**config.mk**
```make
export PLATFORM = sky130hd
export DESIGN_NAME = pattern_detector_top
export DESIGN_NICKNAME = d
export VERILOG_FILES = /design/src/cnn_pkg.sv /design/src/frame_loader.sv /design/src/laplacian_conv.sv /design/src/max_pool_count.sv /design/src/result_sender.sv /design/src/pattern_detector_top.sv
export VERILOG_INCLUDE_DIRS = /design/src
export SDC_FILE = /design/constraint.sdc
export NUM_CORES = 1
export LEC_CHECK = 0
export BUFFER_PORTS_ARGS = -buffer_cell sky130_fd_sc_hd__buf_2
export CORE_MARGIN = 2
export CORE_UTILIZATION = 33
export CTS_BUF_LIST = sky130_fd_sc_hd__clkbuf_4 sky130_fd_sc_hd__clkbuf_8 sky130_fd_sc_hd__clkbuf_16
export CTS_CLUSTER_DIAMETER = 30
export DETAILED_ROUTE_END_ITERATION = 8
export GPL_TIMING_DRIVEN = 0
export HOLD_SLACK_MARGIN = 0.02
export PLACE_DENSITY = 0.44
export SYNTH_ARGS = -nofsm -noshare
export SYNTH_HDL_FRONTEND = slang
export SYNTH_SLANG_ARGS = --single-unit
```
**constraint.sdc**
```tcl
create_clock -name clk -period 11.2 [get_ports clk]
set_input_delay 2.8 -clock clk [delete_from_list [all_inputs] [get_ports clk]]
set_output_delay 2.8 -clock clk [all_outputs]
set_load 0.005 [all_outputs]
```
**src/cnn_settings.svh**
```systemverilog
// image, feature and pooled map sizes of the pattern detector
// pixel and hit count widths and the pooling threshold
`ifndef CNN_SETTINGS_SVH
`define CNN_SETTINGS_SVH

// side of the square input image in pixels
`define CNN_IMG_DIM 8

// the cross kernel loses one pixel on every border
`define CNN_FEAT_DIM 6

// 2x2 pooling halves the feature map side
`define CNN_POOL_DIM 3

`define CNN_PIX_W 8 // only the low nibble feeds the kernel

// a pooled value counts as a hit when it is at least this large
`define CNN_THRESHOLD 20

`define CNN_COUNT_W 4 // holds up to 9 hits

`endif

```
**src/cnn_pkg.sv**
```systemverilog
// shared types of the pattern detector
// pixels, the frame buffer, feature beats, the hit count and the walker states
`default_nettype none

package cnn_pkg;

	`include "cnn_settings.svh"

	typedef logic [`CNN_PIX_W-1:0] pixel_t;

	// pixel 0 is the top left corner, rows follow each other
	typedef pixel_t [`CNN_IMG_DIM*`CNN_IMG_DIM-1:0] frame_t;

	// 4*centre minus four neighbours of 4-bit values stays within -60..60
	typedef logic signed [7:0] feature_t;

	typedef struct packed {
		feature_t value;
		logic     last; // set on the final feature of a frame
	} feature_beat_t;

	typedef logic [`CNN_COUNT_W-1:0] hit_count_t;

	// window walker of the Laplacian stage
	typedef enum logic [1:0] {
		WALK_IDLE,  // waiting for a full frame
		WALK_RUN,   // issuing one window per cycle
		WALK_DRAIN  // frame released, pipeline emptying
	} walk_state_t;

endpackage

`default_nettype wire

```
**src/frame_loader.sv**
```systemverilog
// frame_loader: receives pixels over a four-phase req/ack handshake
// and holds one complete frame for the convolution stage
`timescale 1ns/100ps
`default_nettype none

`include "cnn_settings.svh"

module frame_loader (
	input  logic             clk,
	input  logic             rst,
	input  logic             pix_req,
	input  cnn_pkg::pixel_t  pix_data,
	output logic             pix_ack,
	output cnn_pkg::frame_t  frame,
	output logic             frame_full,
	input  logic             frame_free
);

	localparam int NPIX  = `CNN_IMG_DIM * `CNN_IMG_DIM;
	localparam int IDX_W = $clog2(NPIX);
	localparam logic [IDX_W-1:0] LAST_IDX = IDX_W'(NPIX - 1);

	logic [IDX_W-1:0] pix_idx; // next pixel position, row-major
	logic             fill_done;
	logic             accept;

	// a new request is one that arrives with ack low
	// nothing is taken while the frame still belongs to the convolution
	assign accept = pix_req && !pix_ack && !frame_full && !fill_done;

	always_ff @(posedge clk) begin
		if (rst) begin
			pix_ack    <= 1'b0;
			pix_idx    <= '0;
			fill_done  <= 1'b0;
			frame_full <= 1'b0;
		end else begin
			if (accept) begin
				pix_ack <= 1'b1;
				pix_idx <= pix_idx + 1'b1; // wraps to 0 after the last pixel
			end else if (pix_ack && !pix_req) begin
				pix_ack <= 1'b0; // host released req, close the handshake
			end

			fill_done <= accept && (pix_idx == LAST_IDX);

			if (fill_done) begin
				frame_full <= 1'b1;
			end else if (frame_free) begin
				frame_full <= 1'b0;
			end
		end
	end

	// frame storage, each accepted pixel lands in its own slot
	always_ff @(posedge clk) begin
		if (accept) begin
			frame[pix_idx] <= pix_data;
		end
	end

	// back-pressure toward the host while the frame is owned downstream
	a_no_ack_when_full: assert property (
		@(posedge clk) disable iff (rst)
		frame_full && !pix_ack |=> !pix_ack
	) else $error("pix_ack raised while frame_full is high");

endmodule

`default_nettype wire

```
**src/laplacian_conv.sv**
```systemverilog
// laplacian_conv: walks the 6x6 window positions of a held frame
// and computes 4*centre minus the cross neighbours in a two-stage pipeline
`timescale 1ns/100ps
`default_nettype none

`include "cnn_settings.svh"

module laplacian_conv (
	input  logic                   clk,
	input  logic                   rst,
	input  cnn_pkg::frame_t        frame,
	input  logic                   frame_full,
	output logic                   frame_free,
	output logic                   feat_valid,
	output cnn_pkg::feature_beat_t feat,
	input  logic                   feat_ready
);

	localparam int IMG   = `CNN_IMG_DIM;
	localparam int FEAT  = `CNN_FEAT_DIM;
	localparam int POS_W = $clog2(FEAT);
	localparam int IDX_W = $clog2(IMG * IMG);
	localparam logic [POS_W-1:0] LAST_POS = POS_W'(FEAT - 1);
	localparam logic [IDX_W-1:0] ROW_STEP = IDX_W'(IMG);

	cnn_pkg::walk_state_t state;
	logic [POS_W-1:0] row;
	logic [POS_W-1:0] col;
	logic [IDX_W-1:0] c_idx;
	logic [3:0]       nib_c;
	logic [3:0]       nib_n;
	logic [3:0]       nib_w;
	logic [3:0]       nib_e;
	logic [3:0]       nib_s;
	logic             at_end;
	logic             out_adv;
	logic             issue;
	logic             s1_valid;
	logic             s1_last;
	logic [5:0]       s1_centre; // centre nibble times four
	logic [5:0]       s1_sum;    // sum of the four cross neighbours

	// window (row, col) of the feature map is centred on image pixel (row+1, col+1)
	assign c_idx = IDX_W'((row + 1) * IMG + col + 1);
	assign nib_c = frame[c_idx][3:0];
	assign nib_n = frame[c_idx - ROW_STEP][3:0];
	assign nib_s = frame[c_idx + ROW_STEP][3:0];
	assign nib_w = frame[c_idx - 1'b1][3:0];
	assign nib_e = frame[c_idx + 1'b1][3:0];

	assign at_end  = (row == LAST_POS) && (col == LAST_POS);
	assign out_adv = !feat_valid || feat_ready; // whole pipeline moves together
	assign issue   = (state == cnn_pkg::WALK_RUN) && out_adv;

	always_ff @(posedge clk) begin
		if (rst) begin
			state      <= cnn_pkg::WALK_IDLE;
			row        <= '0;
			col        <= '0;
			frame_free <= 1'b0;
		end else begin
			frame_free <= 1'b0;
			case (state)
				cnn_pkg::WALK_IDLE: begin
					if (frame_full)
						state <= cnn_pkg::WALK_RUN;
				end
				cnn_pkg::WALK_RUN: begin
					if (issue && at_end) begin
						state      <= cnn_pkg::WALK_DRAIN;
						frame_free <= 1'b1; // every window has read its pixels
						row        <= '0;
						col        <= '0;
					end else if (issue && col == LAST_POS) begin
						col <= '0;
						row <= row + 1'b1;
					end else if (issue) begin
						col <= col + 1'b1;
					end
				end
				cnn_pkg::WALK_DRAIN: begin
					// the old frame_full is still visible for a cycle after the pulse
					if (!frame_full && !s1_valid && !feat_valid)
						state <= cnn_pkg::WALK_IDLE;
				end
				default: state <= cnn_pkg::WALK_IDLE;
			endcase
		end
	end

	always_ff @(posedge clk) begin
		if (rst) begin
			s1_valid   <= 1'b0;
			feat_valid <= 1'b0;
		end else if (out_adv) begin
			s1_valid   <= issue;
			feat_valid <= s1_valid;
		end
	end

	always_ff @(posedge clk) begin
		if (out_adv) begin
			s1_centre  <= {nib_c, 2'b00};
			s1_sum     <= 6'(nib_n) + 6'(nib_w) + 6'(nib_e) + 6'(nib_s);
			s1_last    <= at_end;
			feat.value <= $signed({2'b00, s1_centre}) - $signed({2'b00, s1_sum});
			feat.last  <= s1_last;
		end
	end

	a_hold_on_stall: assert property (
		@(posedge clk) disable iff (rst)
		feat_valid && !feat_ready |=> feat_valid && $stable(feat)
	) else $error("feature beat changed while stalled");

endmodule

`default_nettype wire

```
**src/max_pool_count.sv**
```systemverilog
// max_pool_count: collects the 6x6 feature map, takes the signed max
// of each 2x2 block and counts the pooled values that reach the threshold
`timescale 1ns/100ps
`default_nettype none

`include "cnn_settings.svh"

module max_pool_count (
	input  logic                   clk,
	input  logic                   rst,
	input  logic                   feat_valid,
	input  cnn_pkg::feature_beat_t feat,
	output logic                   feat_ready,
	output logic                   count_valid,
	output cnn_pkg::hit_count_t    count,
	input  logic                   count_ready
);

	localparam int FEAT   = `CNN_FEAT_DIM;
	localparam int NFEAT  = FEAT * FEAT;
	localparam int POOL   = `CNN_POOL_DIM;
	localparam int ADDR_W = $clog2(NFEAT);
	localparam int WIN_W  = $clog2(POOL);
	localparam logic [WIN_W-1:0]  LAST_WIN  = WIN_W'(POOL - 1);
	localparam logic [ADDR_W-1:0] FEAT_STEP = ADDR_W'(FEAT);
	localparam cnn_pkg::hit_count_t MAX_HITS  = cnn_pkg::hit_count_t'(POOL * POOL);
	localparam cnn_pkg::feature_t   THRESHOLD = cnn_pkg::feature_t'(`CNN_THRESHOLD);

	cnn_pkg::feature_t feat_mem [NFEAT];
	logic [ADDR_W-1:0] wr_idx;
	logic [ADDR_W-1:0] top_left;
	logic [WIN_W-1:0]  win_row;
	logic [WIN_W-1:0]  win_col;
	logic              scanning;
	logic              take;
	logic              hit;
	cnn_pkg::feature_t top_max;
	cnn_pkg::feature_t bot_max;
	cnn_pkg::feature_t win_max;

	function automatic cnn_pkg::feature_t max2(input cnn_pkg::feature_t a,
		input cnn_pkg::feature_t b);
		return (a > b) ? a : b; // signed compare, features may be negative
	endfunction

	assign feat_ready = !scanning && !count_valid;
	assign take       = feat_valid && feat_ready;

	// upper left feature of the current 2x2 block
	assign top_left = ADDR_W'(2 * win_row * FEAT + 2 * win_col);
	assign top_max  = max2(feat_mem[top_left], feat_mem[top_left + 1'b1]);
	assign bot_max  = max2(feat_mem[top_left + FEAT_STEP],
		feat_mem[top_left + FEAT_STEP + 1'b1]);
	assign win_max  = max2(top_max, bot_max);
	assign hit      = (win_max >= THRESHOLD);

	always_ff @(posedge clk) begin
		if (rst) begin
			wr_idx      <= '0;
			scanning    <= 1'b0;
			count_valid <= 1'b0;
			win_row     <= '0;
			win_col     <= '0;
			count       <= '0;
		end else begin
			if (take) begin
				wr_idx <= feat.last ? '0 : wr_idx + 1'b1;
				if (feat.last) begin
					scanning <= 1'b1; // scan starts on the next cycle
					count    <= '0;
				end
			end

			// one pooling window per cycle, row by row
			if (scanning) begin
				count <= count + cnn_pkg::hit_count_t'(hit);
				if (win_col == LAST_WIN) begin
					win_col <= '0;
					if (win_row == LAST_WIN) begin
						win_row     <= '0;
						scanning    <= 1'b0;
						count_valid <= 1'b1;
					end else begin
						win_row <= win_row + 1'b1;
					end
				end else begin
					win_col <= win_col + 1'b1;
				end
			end

			if (count_valid && count_ready)
				count_valid <= 1'b0;
		end
	end

	always_ff @(posedge clk) begin
		if (take)
			feat_mem[wr_idx] <= feat.value;
	end

	a_count_range: assert property (
		@(posedge clk) disable iff (rst)
		count <= MAX_HITS
	) else $error("hit count %0d above the number of pooled values", count);

endmodule

`default_nettype wire

```
**src/result_sender.sv**
```systemverilog
// result_sender: latches the hit count and presents it
// over a four-phase req/ack handshake
`timescale 1ns/100ps
`default_nettype none

module result_sender (
	input  logic                clk,
	input  logic                rst,
	input  logic                count_valid,
	input  cnn_pkg::hit_count_t count,
	output logic                count_ready,
	output logic                res_req,
	output cnn_pkg::hit_count_t res_count,
	input  logic                res_ack
);

	logic ack_wait; // req dropped, host ack not yet released

	// a new count is taken only once the previous handshake has fully closed
	assign count_ready = !res_req && !ack_wait;

	always_ff @(posedge clk) begin
		if (rst) begin
			res_req  <= 1'b0;
			ack_wait <= 1'b0;
		end else if (count_valid && count_ready) begin
			res_req <= 1'b1;
		end else if (res_req && res_ack) begin
			res_req  <= 1'b0;
			ack_wait <= 1'b1;
		end else if (ack_wait && !res_ack) begin
			ack_wait <= 1'b0;
		end
	end

	always_ff @(posedge clk) begin
		if (count_valid && count_ready)
			res_count <= count;
	end

	a_count_stable: assert property (
		@(posedge clk) disable iff (rst)
		res_req |=> $stable(res_count)
	) else $error("res_count changed during the result handshake");

endmodule

`default_nettype wire

```
**src/pattern_detector_top.sv**
```systemverilog
// pattern_detector_top: frame loader, Laplacian convolution,
// max pooling with hit count and result sender in a chain
`timescale 1ns/100ps
`default_nettype none

module pattern_detector_top (
	input  logic                clk,
	input  logic                rst,
	input  logic                pix_req,
	input  cnn_pkg::pixel_t     pix_data,
	output logic                pix_ack,
	output logic                res_req,
	output cnn_pkg::hit_count_t res_count,
	input  logic                res_ack
);

	cnn_pkg::frame_t        frame;
	logic                   frame_full;
	logic                   frame_free;
	logic                   feat_valid;
	cnn_pkg::feature_beat_t feat;
	logic                   feat_ready;
	logic                   count_valid;
	cnn_pkg::hit_count_t    count;
	logic                   count_ready;

	frame_loader u_loader (
		.clk(clk), .rst(rst),
		.pix_req(pix_req), .pix_data(pix_data), .pix_ack(pix_ack),
		.frame(frame), .frame_full(frame_full), .frame_free(frame_free)
	);

	laplacian_conv u_conv (
		.clk(clk), .rst(rst),
		.frame(frame), .frame_full(frame_full), .frame_free(frame_free),
		.feat_valid(feat_valid), .feat(feat), .feat_ready(feat_ready)
	);

	// stalls here while scanning push back into the convolution pipeline
	max_pool_count u_pool (
		.clk(clk), .rst(rst),
		.feat_valid(feat_valid), .feat(feat), .feat_ready(feat_ready),
		.count_valid(count_valid), .count(count), .count_ready(count_ready)
	);

	result_sender u_sender (
		.clk(clk), .rst(rst),
		.count_valid(count_valid), .count(count), .count_ready(count_ready),
		.res_req(res_req), .res_count(res_count), .res_ack(res_ack)
	);

endmodule

`default_nettype wire

```
==> results.yml, run 1 <==
outcome:
  outcome: "finished, final reports clean"
global_route:
  grt_max_degree: 65
  antenna_found_initial: 0
  track_usage_pct: 25.7
  gr-total-overflow: 0
  first_global_vias: 22199
  grt_pass1_wl_mm: 170
floorplanning:
  io_pins: 18
  dieWidth_um: 310
  start_util_pct: 33.2
  dieArea_mm2: 0.0961
  die_height_um: 310
  num_rows: 112
  coreArea_mm2: 0.0930
yosys:
  synthTopCellsByArea: "edfxtp_1 (52%), mux4_2 (19%), mux2i_1 (4.4%), nand2_1 (2.9%), dfxtp_1 (2.5%)"
  synth.avg_cell_area_um2: 14.3
  synth_most_common_cell: "edfxtp_1"
  syn_nets: 2237
  seq_area_frac_synth_pct: 54.1
  async_reset_ff_share_pct: 0
  synth_top_area_share_pct: 51.6
  ys_ff_latch: 569
  yosysTopAreaCell: "edfxtp_1"
  yosys_warnings: 0
  synth_cell_types: 75
  synthTopCellsByCount: "edfxtp_1 (531), mux4_2 (262), nand2_1 (236)"
  synth_edf_count: 531
  synth_ff_type: "edfxtp_1"
  synthCells: 2165
  synth_area_mm2: 0.0309
detailed_routing:
  drtAntennaViolNets: 0
  via_per_inst: 5.93
  routed-via-count: 21859
  drt_iter0_markers: 2649
  wl_per_cell_um: 33.3
  wl_mm: 123
  drcViolationCount: 0
  first_pass_iters: 5
pwr:
  powerDensity_mw_per_mm2: 178
  swShare_pct: 20.5
  power_frac_seq_pct: 36.6
  irDropWorstVdd_mv: 0.145
  p_leak_nw: 12.6
  pwr-share-clk_pct: 62.5
  p_comb_share_pct: 0.9
  power.switching_mw: 1.36
  intPower_mw: 5.30
sta:
  grt_setup_unrepaired: "no"
  period_needed_ns: 9.21
  max_slew_margin_pct: 5.83
  finalSetupTns_ns: 0
  fin_crit_sh_pct: 82.3
  hold_viol: 0
  setup_viol_count_final: 0
  worst_slew_pin_slew_ns: 1.41
  worst_clock_skew_ns: 0.0236
  max_freq_mhz: 109
  slew_viol_final: 0
setup_path:
  cp_slowest_cell: "o32ai_1"
  cpMostUsedCell: "ha_1"
  r2r_start: "u_pool.win_row[0]"
  critPathTopFamily: "compound AO/OA/AOI/OAI gates"
  cp_num_buf_inv: 5
  required_ns: 11.82
  rrSetupSlack_ns: 1.99
  cp-startpoint: "u_pool.win_row[0]"
  path_class: "reg -> reg"
  reg2reg_depth: 32
  cp.depth: 32
  rr_endpoint: "u_pool.count[3]"
  cp-end-kind: "register"
  critPathArrivalTime_ns: 9.84
  max_stage_delay_ns: 1.00
  cp_max_fo: 10
  worstSetupStartpointType: "register"
final_layout:
  area_delta_synth_final_pct: 21.3
  nets: 2390
  antennaDiodeCount: 0
  drive_above_1_share_pct: 26.3
  fin_util_pct: 40.3
clock_tree:
  cts_resized: 0
  path_clk_slew_ns: 0.04
  htreeDepth: 4
  cts_buffers: 138
  insertion_delay_ns: 0.72
  cts_root_buffer: "clkbuf_16"
  cts.sinks: 569
  post_cts_buffers: 0
  hold_buffers: 0
  cts_tree: "yes"
  cts_max_path_buffers: 3
min_path:
  holdPathStages: 0
  min-delay-start: "u_conv.s1_last"
  hold_class: "reg -> reg"
  hold_end: "u_conv.feat[0]"
placed_design:
  io_buffers: 13
  hpwlAfterDp_mm: 88.4
  gp_congestion: 0.964
run:
  cap_violations: 0
[metrics by stage]
stage / worst slack (ns) / power, mW / hold WS, ns / instance area [um2] / cells
final: 1.99 / 6.66 / 0.434 / 37500 / 3685
after global routing: 1.53 / 6.84 / 0.451 / 37500 / 3685
after CTS: 1.85 / 6.71 / 0.430 / 37500 / 3685
after detailed placement: 1.89 / 2.53 / 0.420 / 32600 / 3432
after global placement: 1.93 / 2.53 / 0.402 / 32500 / 3432
after floorplan: 4.81 / 2.47 / 0.400 / 30900 / 2165
[placed cells by master, fill, tap and decap left out, types with 54 or more instances in the layout]
cell       instances
clkbuf_1          54
mux4_2           262
a21oi_1           63
mux2i_1          137
edfxtp_1         531
ha_1              54
clkbuf_16        140
nand2_1          236
buf_2             63
nor2_1           187
nand3_1           65
[worst max path at each step]
| stage | endpoint | slack [ns] |
|---|---|---|
| floorplan | u_pool.count[3] | 4.81 |
| global placement | u_pool.count[3] | 1.93 |
| detailed placement | u_pool.count[3] | 1.89 |
| CTS | u_pool.count[3] | 1.85 |
| global route | u_pool.count[3] | 1.53 |
| finish | u_pool.count[3] | 1.99 |
[per-layer routing]
metal  vias to the layer above  part of all wire [%]  track usage (%)
met2                      1238                    50             44.1
met4                         0                   5.4             13.8
met3                       350                   7.1             5.18
met5                         -                     0                0
met1                     11301                    38             30.4
li1                       8970                     -                -
[sequential cells by signal, indices dropped and copies added, names as in the netlist, 2 cells and up]
name,flops
u_conv.col,3
u_conv.feat,8
u_conv.row,3
u_conv.s1_centre,4
u_conv.s1_sum,6
u_conv.state,2
u_loader.frame,256
u_loader.pix_idx,6
u_pool.count,4
u_pool.feat_mem,252
u_pool.win_col,2
u_pool.win_row,2
u_pool.wr_idx,6
u_sender.res_count,4
[cells by family (layout without fill, tap and decap cells)]
logic type | count (synthesis) | count (layout) | synth area share [%]
AOI/OAI and AO/OA | 263 | 263 | 5.70
muxes | 436 | 436 | 24.9
and+or+nand+nor | 600 | 600 | 8.47
adders and majority gates | 60 | 60 | 2.58
xor gates and xnor gates | 48 | 48 | 1.58
buffers and inverters | 189 | 455 | 2.68
DFF | 569 | 569 | 54.1
[area by class of cell]
| class | instances | area, um2 |
|---|---|---|
| fillers | 8688 | 55600 |
| plain buffers | 146 | 668 |
| repair buffers | 13 | 75.1 |
| flip-flops and latches | 569 | 16700 |
| clock buffers | 163 | 3710 |
| well taps | 1254 | 1570 |
| multi-input cells | 1407 | 13400 |
| inverters | 43 | 161 |
| clock inverters | 90 | 1210 |
[power groups by stage]
stage	clock, mW	sequential (mW)	combinational (mW)
6_report	4.16	2.44	0.0589
5_1_grt	4.34	2.44	0.0648
4_1_cts	4.22	2.44	0.0589
3_5_place_dp	0	2.47	0.0588
3_3_place_gp	0	2.47	0.0575
2_1_floorplan	0	2.44	0.0269
(Power assumes the default switching activity.)
==> run 2: changes to the inputs <==
Clock period 11.2 ns to 9.4 ns, I/O delays scaled along.
==> results.yml, run 2 (synthesized netlist as in run 1, its figures left out) <==
final_layout:
  fin_util_pct: 40.3
  largest_register_ffs: 256
  top_register: "u_loader.frame"
  area.sequential_mm2: 0.0167
  area_delta_synth_final_pct: 21.3
  drive_above_1_share_pct: 26.3
  final_common_cell: "edfxtp_1"
  layout_common_cells: "edfxtp_1 (531), mux4_2 (262), nand2_1 (236)"
  top_regs: "u_loader.frame (256), u_pool.feat_mem (252), u_conv.feat (8)"
  nets: 2390
  multi_input_area_mm2: 0.0134
  antennaDiodeCount: 0
  fillers: 8689
detailed_routing:
  drt_iter0_markers: 2667
  via_per_inst: 5.93
  wl_per_cell_um: 33.3
  routed-via-count: 21846
  drcViolationCount: 0
  drtAntennaViolNets: 0
  wl_mm: 123
  first_pass_iters: 8
setup_path:
  cp_slowest_cell: "buf_1"
  cp-end-kind: "register"
  required_ns: 10.03
  rr_endpoint: "u_pool.count[3]"
  rrSetupSlack_ns: 0.58
  r2r_start: "u_pool.win_row[0]"
  cpMostUsedCell: "ha_1"
  cp_max_fo: 10
  reg2reg_depth: 32
  path_class: "reg -> reg"
  critPathArrivalTime_ns: 9.45
  max_stage_delay_ns: 0.68
  worstSetupStartpointType: "register"
sta:
  fin_crit_sh_pct: 93.8
  worst_slew_pin_slew_ns: 1.41
  period_needed_ns: 8.82
  max_slew_margin_pct: 6.29
  grt_setup_unrepaired: "no"
  worst_clock_skew_ns: 0.0247
  slew_viol_final: 0
  hold_viol: 0
  finalSetupTns_ns: 0
  setup_viol_count_final: 0
  max_freq_mhz: 113
floorplanning:
  io_pins: 18
  dieWidth_um: 310
  num_rows: 112
  coreArea_mm2: 0.0930
  dieArea_mm2: 0.0961
  start_util_pct: 33.2
  die_height_um: 310
min_path:
  holdPathStages: 0
  hold_class: "reg -> reg"
  hold_end: "u_conv.feat[0]"
  min-delay-start: "u_conv.s1_last"
placed_design:
  gp_congestion: 0.964
  hpwlAfterDp_mm: 88.4
  io_buffers: 13
clock_tree:
  insertion_delay_ns: 0.72
  cts.sinks: 569
  hold_buffers: 0
  cts_max_path_buffers: 3
  post_cts_buffers: 0
  htreeDepth: 4
  cts_root_buffer: "clkbuf_16"
  cts_buffers: 138
  cts_tree: "yes"
  cts_resized: 0
  path_clk_slew_ns: 0.04
run:
  cap_violations: 0
global_route:
  gr-total-overflow: 0
  first_global_vias: 22199
  track_usage_pct: 25.7
  grt_pass1_wl_mm: 170
  antenna_found_initial: 0
  grt_max_degree: 65
pwr:
  p_leak_nw: 12.6
  powerDensity_mw_per_mm2: 212
  power_mw: 7.93
  irDropWorstVdd_mv: 0.173
outcome:
  outcome: "finished, final reports clean"
## run 2: cell counts in the layout (fill, tap and decap cells not counted)
Identical to the previous run, type by type.
## run 2: metrics by stage
stage | worst slack (ns) | instances | hold WS [ns] | cell area [um2]
after CTS | 0.0524 | 3685 | 0.430 | 37500
after global placement | 0.133 | 3432 | 0.402 | 32500
after floorplan | 3.01 | 2165 | 0.400 | 30900
final | 0.580 | 3685 | 0.429 | 37500
after detailed placement | 0.0899 | 3432 | 0.420 | 32600
after global routing | 0.108 | 3685 | 0.451 | 37500
## run 2: layout make-up
type                    count  area share [%]
plain buffers             146            1.78
clock buffers             163            9.89
clock inverters            90            3.23
inverters                  43           0.431
multi-input cells        1407            35.7
flip-flops and latches    569            44.6
well taps                1254            4.19
repair buffers             13           0.200
## run 2: critical path: cells and delay by family, from the launching register on
family / cells / cell delay [ns]
mux: 1 / 0.44
compound gates: 12 / 2.18
simple gates: 8 / 1.32
flops: 1 / 0.39
buf+inv: 5 / 2.13
xor+xnor: 1 / 0.46
fa+ha+maj: 5 / 1.81
## run 2: power breakdown
| group | switching, mW | total (mW) | internal (mW) | leakage, nW |
|---|---|---|---|---|
| logic | 0.0507 | 0.0699 | 0.0192 | 5.07 |
| registers | 0.0646 | 2.90 | 2.84 | 5.11 |
| clock network | 1.51 | 4.96 | 3.45 | 2.40 |
| total | 1.62 | 7.93 | 6.31 | 12.6 |
## run 2: layer usage
layer	wire length [um]	vias to the layer above	GRT usage, %	part of all wire (%)
met4	6550	0	13.8	5.3
li1	-	8979	-	-
met3	8760	335	5.18	7.1
met2	61400	1249	44.1	50
met1	46200	11283	30.4	38
met5	0	-	0	0
## run 2: how the worst max path moves through the flow
stage	slack, ns	endpoint	start
after floorplan	3.01	u_pool.count[3]	u_pool.win_row[0]
after global placement	0.13	u_pool.count[3]	u_pool.win_row[0]
after detailed placement	0.09	u_pool.count[3]	u_pool.win_row[0]
after CTS	0.05	u_pool.count[3]	u_pool.win_row[0]
after global routing	0.11	u_pool.count[3]	u_pool.win_row[0]
final	0.58	u_pool.count[3]	u_pool.win_row[0]
==> run 3: changes to the inputs <==
Settings changed: ABC_AREA set to 1.
==> results.yml, run 3 <==
yosys:
  synth_edf_count: 531
  synth_ff_type: "edfxtp_1"
  synth_most_common_cell: "nand2_1"
  syn_nets: 3527
  synthCells: 3455
  synthTopCellsByCount: "nand2_1 (1019), edfxtp_1 (531), o21ai_0 (289)"
  yosysTopAreaCell: "edfxtp_1"
  synth_area_mm2: 0.0307
  synth.avg_cell_area_um2: 8.89
  synth_cell_types: 57
  synth_top_area_share_pct: 51.9
  seq_area_frac_synth_pct: 54.4
  synthTopCellsByArea: "edfxtp_1 (52%), nand2_1 (12%), o21ai_0 (4.7%), nand3_1 (3.4%), nor2_1 (3.2%)"
  yosys_warnings: 0
  ys_ff_latch: 569
  async_reset_ff_share_pct: 0
sta:
  slew_viol_final: 1
  grt_setup_unrepaired: "no"
  setup_viol_count_final: 0
  fin_crit_sh_pct: 80.8
  max_freq_mhz: 132
  worst_slew_pin_slew_ns: 1.50
  period_needed_ns: 7.59
  finalSetupTns_ns: 0
  max_slew_margin_pct: -0.245
  worst_clock_skew_ns: 0.0425
  hold_viol: 0
final_layout:
  multi_input_area_mm2: 0.0122
  largest_register_ffs: 256
  top_regs: "u_loader.frame (256), u_pool.feat_mem (252), u_conv.feat (8)"
  fillers: 9214
  fin_util_pct: 40.8
  drive_above_1_share_pct: 12.9
  final_common_cell: "nand2_1"
  area.sequential_mm2: 0.0167
  area_delta_synth_final_pct: 22.1
  layout_common_cells: "nand2_1 (1019), edfxtp_1 (531), o21ai_0 (289)"
  nets: 3697
  top_register: "u_loader.frame"
  final_area_mm2: 0.0375
setup_path:
  rr_endpoint: "u_pool.count[2]"
  r2r_start: "u_pool.win_row[0]"
  critPathArrivalTime_ns: 8.19
  cp_slowest_cell: "nor2_1"
  cp.depth: 39
  crit_path_end: "u_pool.count[2]"
  critPathTopFamily: "simple AND/OR/NAND/NOR gates"
  cpMostUsedCell: "nand2_1"
  required_ns: 9.99
  max_stage_delay_ns: 0.67
  cp_max_fo: 10
  reg2reg_depth: 39
  path_class: "reg -> reg"
  cp_num_buf_inv: 7
  cp-end-kind: "register"
  rrSetupSlack_ns: 1.81
  worstSetupStartpointType: "register"
  cp-startpoint: "u_pool.win_row[0]"
pwr:
  power.switching_mw: 1.69
  intPower_mw: 6.16
  irDropWorstVdd_mv: 0.144
  swShare_pct: 21.5
  p_comb_share_pct: 1.6
  powerDensity_mw_per_mm2: 209
  power_frac_seq_pct: 36.4
  pwr-share-clk_pct: 62.1
  p_leak_nw: 14.5
global_route:
  track_usage_pct: 28.9
  first_global_vias: 26300
  grt_pass1_wl_mm: 192
  gr-total-overflow: 0
  antenna_found_initial: 2
  grt_max_degree: 65
floorplanning:
  coreArea_mm2: 0.0919
  io_pins: 18
  num_rows: 111
  start_util_pct: 33.4
  dieWidth_um: 309
  dieArea_mm2: 0.0956
  die_height_um: 309
detailed_routing:
  via_per_inst: 5.43
  drtAntennaViolNets: 0
  routed-via-count: 27039
  drcViolationCount: 0
  drt_iter0_markers: 2937
  wl_mm: 139
  wl_per_cell_um: 27.8
  first_pass_iters: 6
clock_tree:
  cts_max_path_buffers: 3
  cts_root_buffer: "clkbuf_16"
  cts_tree: "yes"
  cts.sinks: 569
  post_cts_buffers: 0
  hold_buffers: 0
  htreeDepth: 4
  insertion_delay_ns: 0.74
  path_clk_slew_ns: 0.05
  cts_buffers: 138
  cts_resized: 0
outcome:
  outcome: "complete, but fails checks"
  violations: "max-capacitance violations, max-slew violations"
min_path:
  hold_class: "reg -> reg"
placed_design:
  hpwlAfterDp_mm: 102
  io_buffers: 13
  placed_cell_area_mm2: 0.0326
  gp_congestion: 0.998
run:
  cap_violations: 1
## run 3: changes by cell type after synthesis, moves of 29 or more
cell	delta
nor2_1	+79
mux4_2	-262
buf_2	+44
mux2_2	-29
nand3_1	+144
nand2_1	+783
o211ai_1	+58
o21ai_1	+43
inv_1	+197
or2_2	+34
mux2i_1	-111
o21ai_0	+243
o22ai_1	+142
## run 3: area by class of cell
type,count,share of cell area [%]
clock buffer,163,9.77
timing repair buffer,30,1.02
multi-input combinational,2440,32.6
clock inverter,88,3.07
antenna,2,0.0133
buffer,191,2.37
sequential,569,44.5
tap,1243,4.14
inverter,255,2.56
## run 3: per-stage QoR
step	cells	hold WS [ns]	worst slack, ns	power [mW]
2_1_floorplan	3455	0.397	4.40	2.92
4_1_cts	4975	0.407	1.66	7.89
6_report	4981	0.412	1.81	7.85
3_5_place_dp	4724	0.406	1.72	3.00
5_1_grt	4979	0.415	1.25	8.04
3_3_place_gp	4711	0.402	1.71	3.00
## run 3: routing by layer
layer / part of all wire [%] / track usage (%) / wire length, um / up-vias
li1: - / - / - / 12373
met1: 38 / 33.7 / 52100 / 12739
met2: 47 / 47.9 / 64900 / 1487
met3: 7.8 / 5.39 / 10800 / 440
met4: 7.7 / 20.6 / 10700 / 0
met5: 0 / 0 / 0 / -
## run 3: power by group through the flow
stage / clock, mW / sequential, mW / combinational (mW)
6_report: 4.87 / 2.85 / 0.122
5_1_grt: 5.05 / 2.85 / 0.133
4_1_cts: 4.92 / 2.89 / 0.0751
3_5_place_dp: 0 / 2.93 / 0.0751
3_3_place_gp: 0 / 2.93 / 0.0670
2_1_floorplan: 0 / 2.90 / 0.0282
## run 3: worst min path at each step
stage                           start                  end  slack (ns)  cells past startpoint
finish                 u_conv.s1_last       u_conv.feat[0]        0.41                      0
global placement       u_conv.s1_last       u_conv.feat[0]        0.40                      0
floorplan           u_conv.frame_free  u_loader.frame_full        0.40                      1
CTS                    u_conv.s1_last       u_conv.feat[0]        0.41                      0
global route           u_conv.s1_last       u_conv.feat[0]        0.41                      0
detailed placement     u_conv.s1_last       u_conv.feat[0]        0.41                      0
## run 3: logic make-up after synthesis
| family | count (synthesis) | share of synthesized area [%] |
|---|---|---|
| simple gates | 1617 | 21.7 |
| compound gates | 710 | 13.3 |
| flops | 569 | 54.4 |
| xor+xnor | 20 | 0.912 |
| fa+ha+maj | 60 | 2.59 |
| buf+inv | 446 | 6.01 |
| mux | 33 | 1.10 |
## run 3: worst register-to-register path: cells and delay by family, from the launching register on
family / cells / cell delay [ns]
flip-flops: 1 / 0.39
adder cells (fa/ha/maj): 6 / 1.74
AND/OR/NAND/NOR: 20 / 2.89
AO/OA/AOI/OAI: 6 / 0.97
buffers and inverters: 7 / 1.46
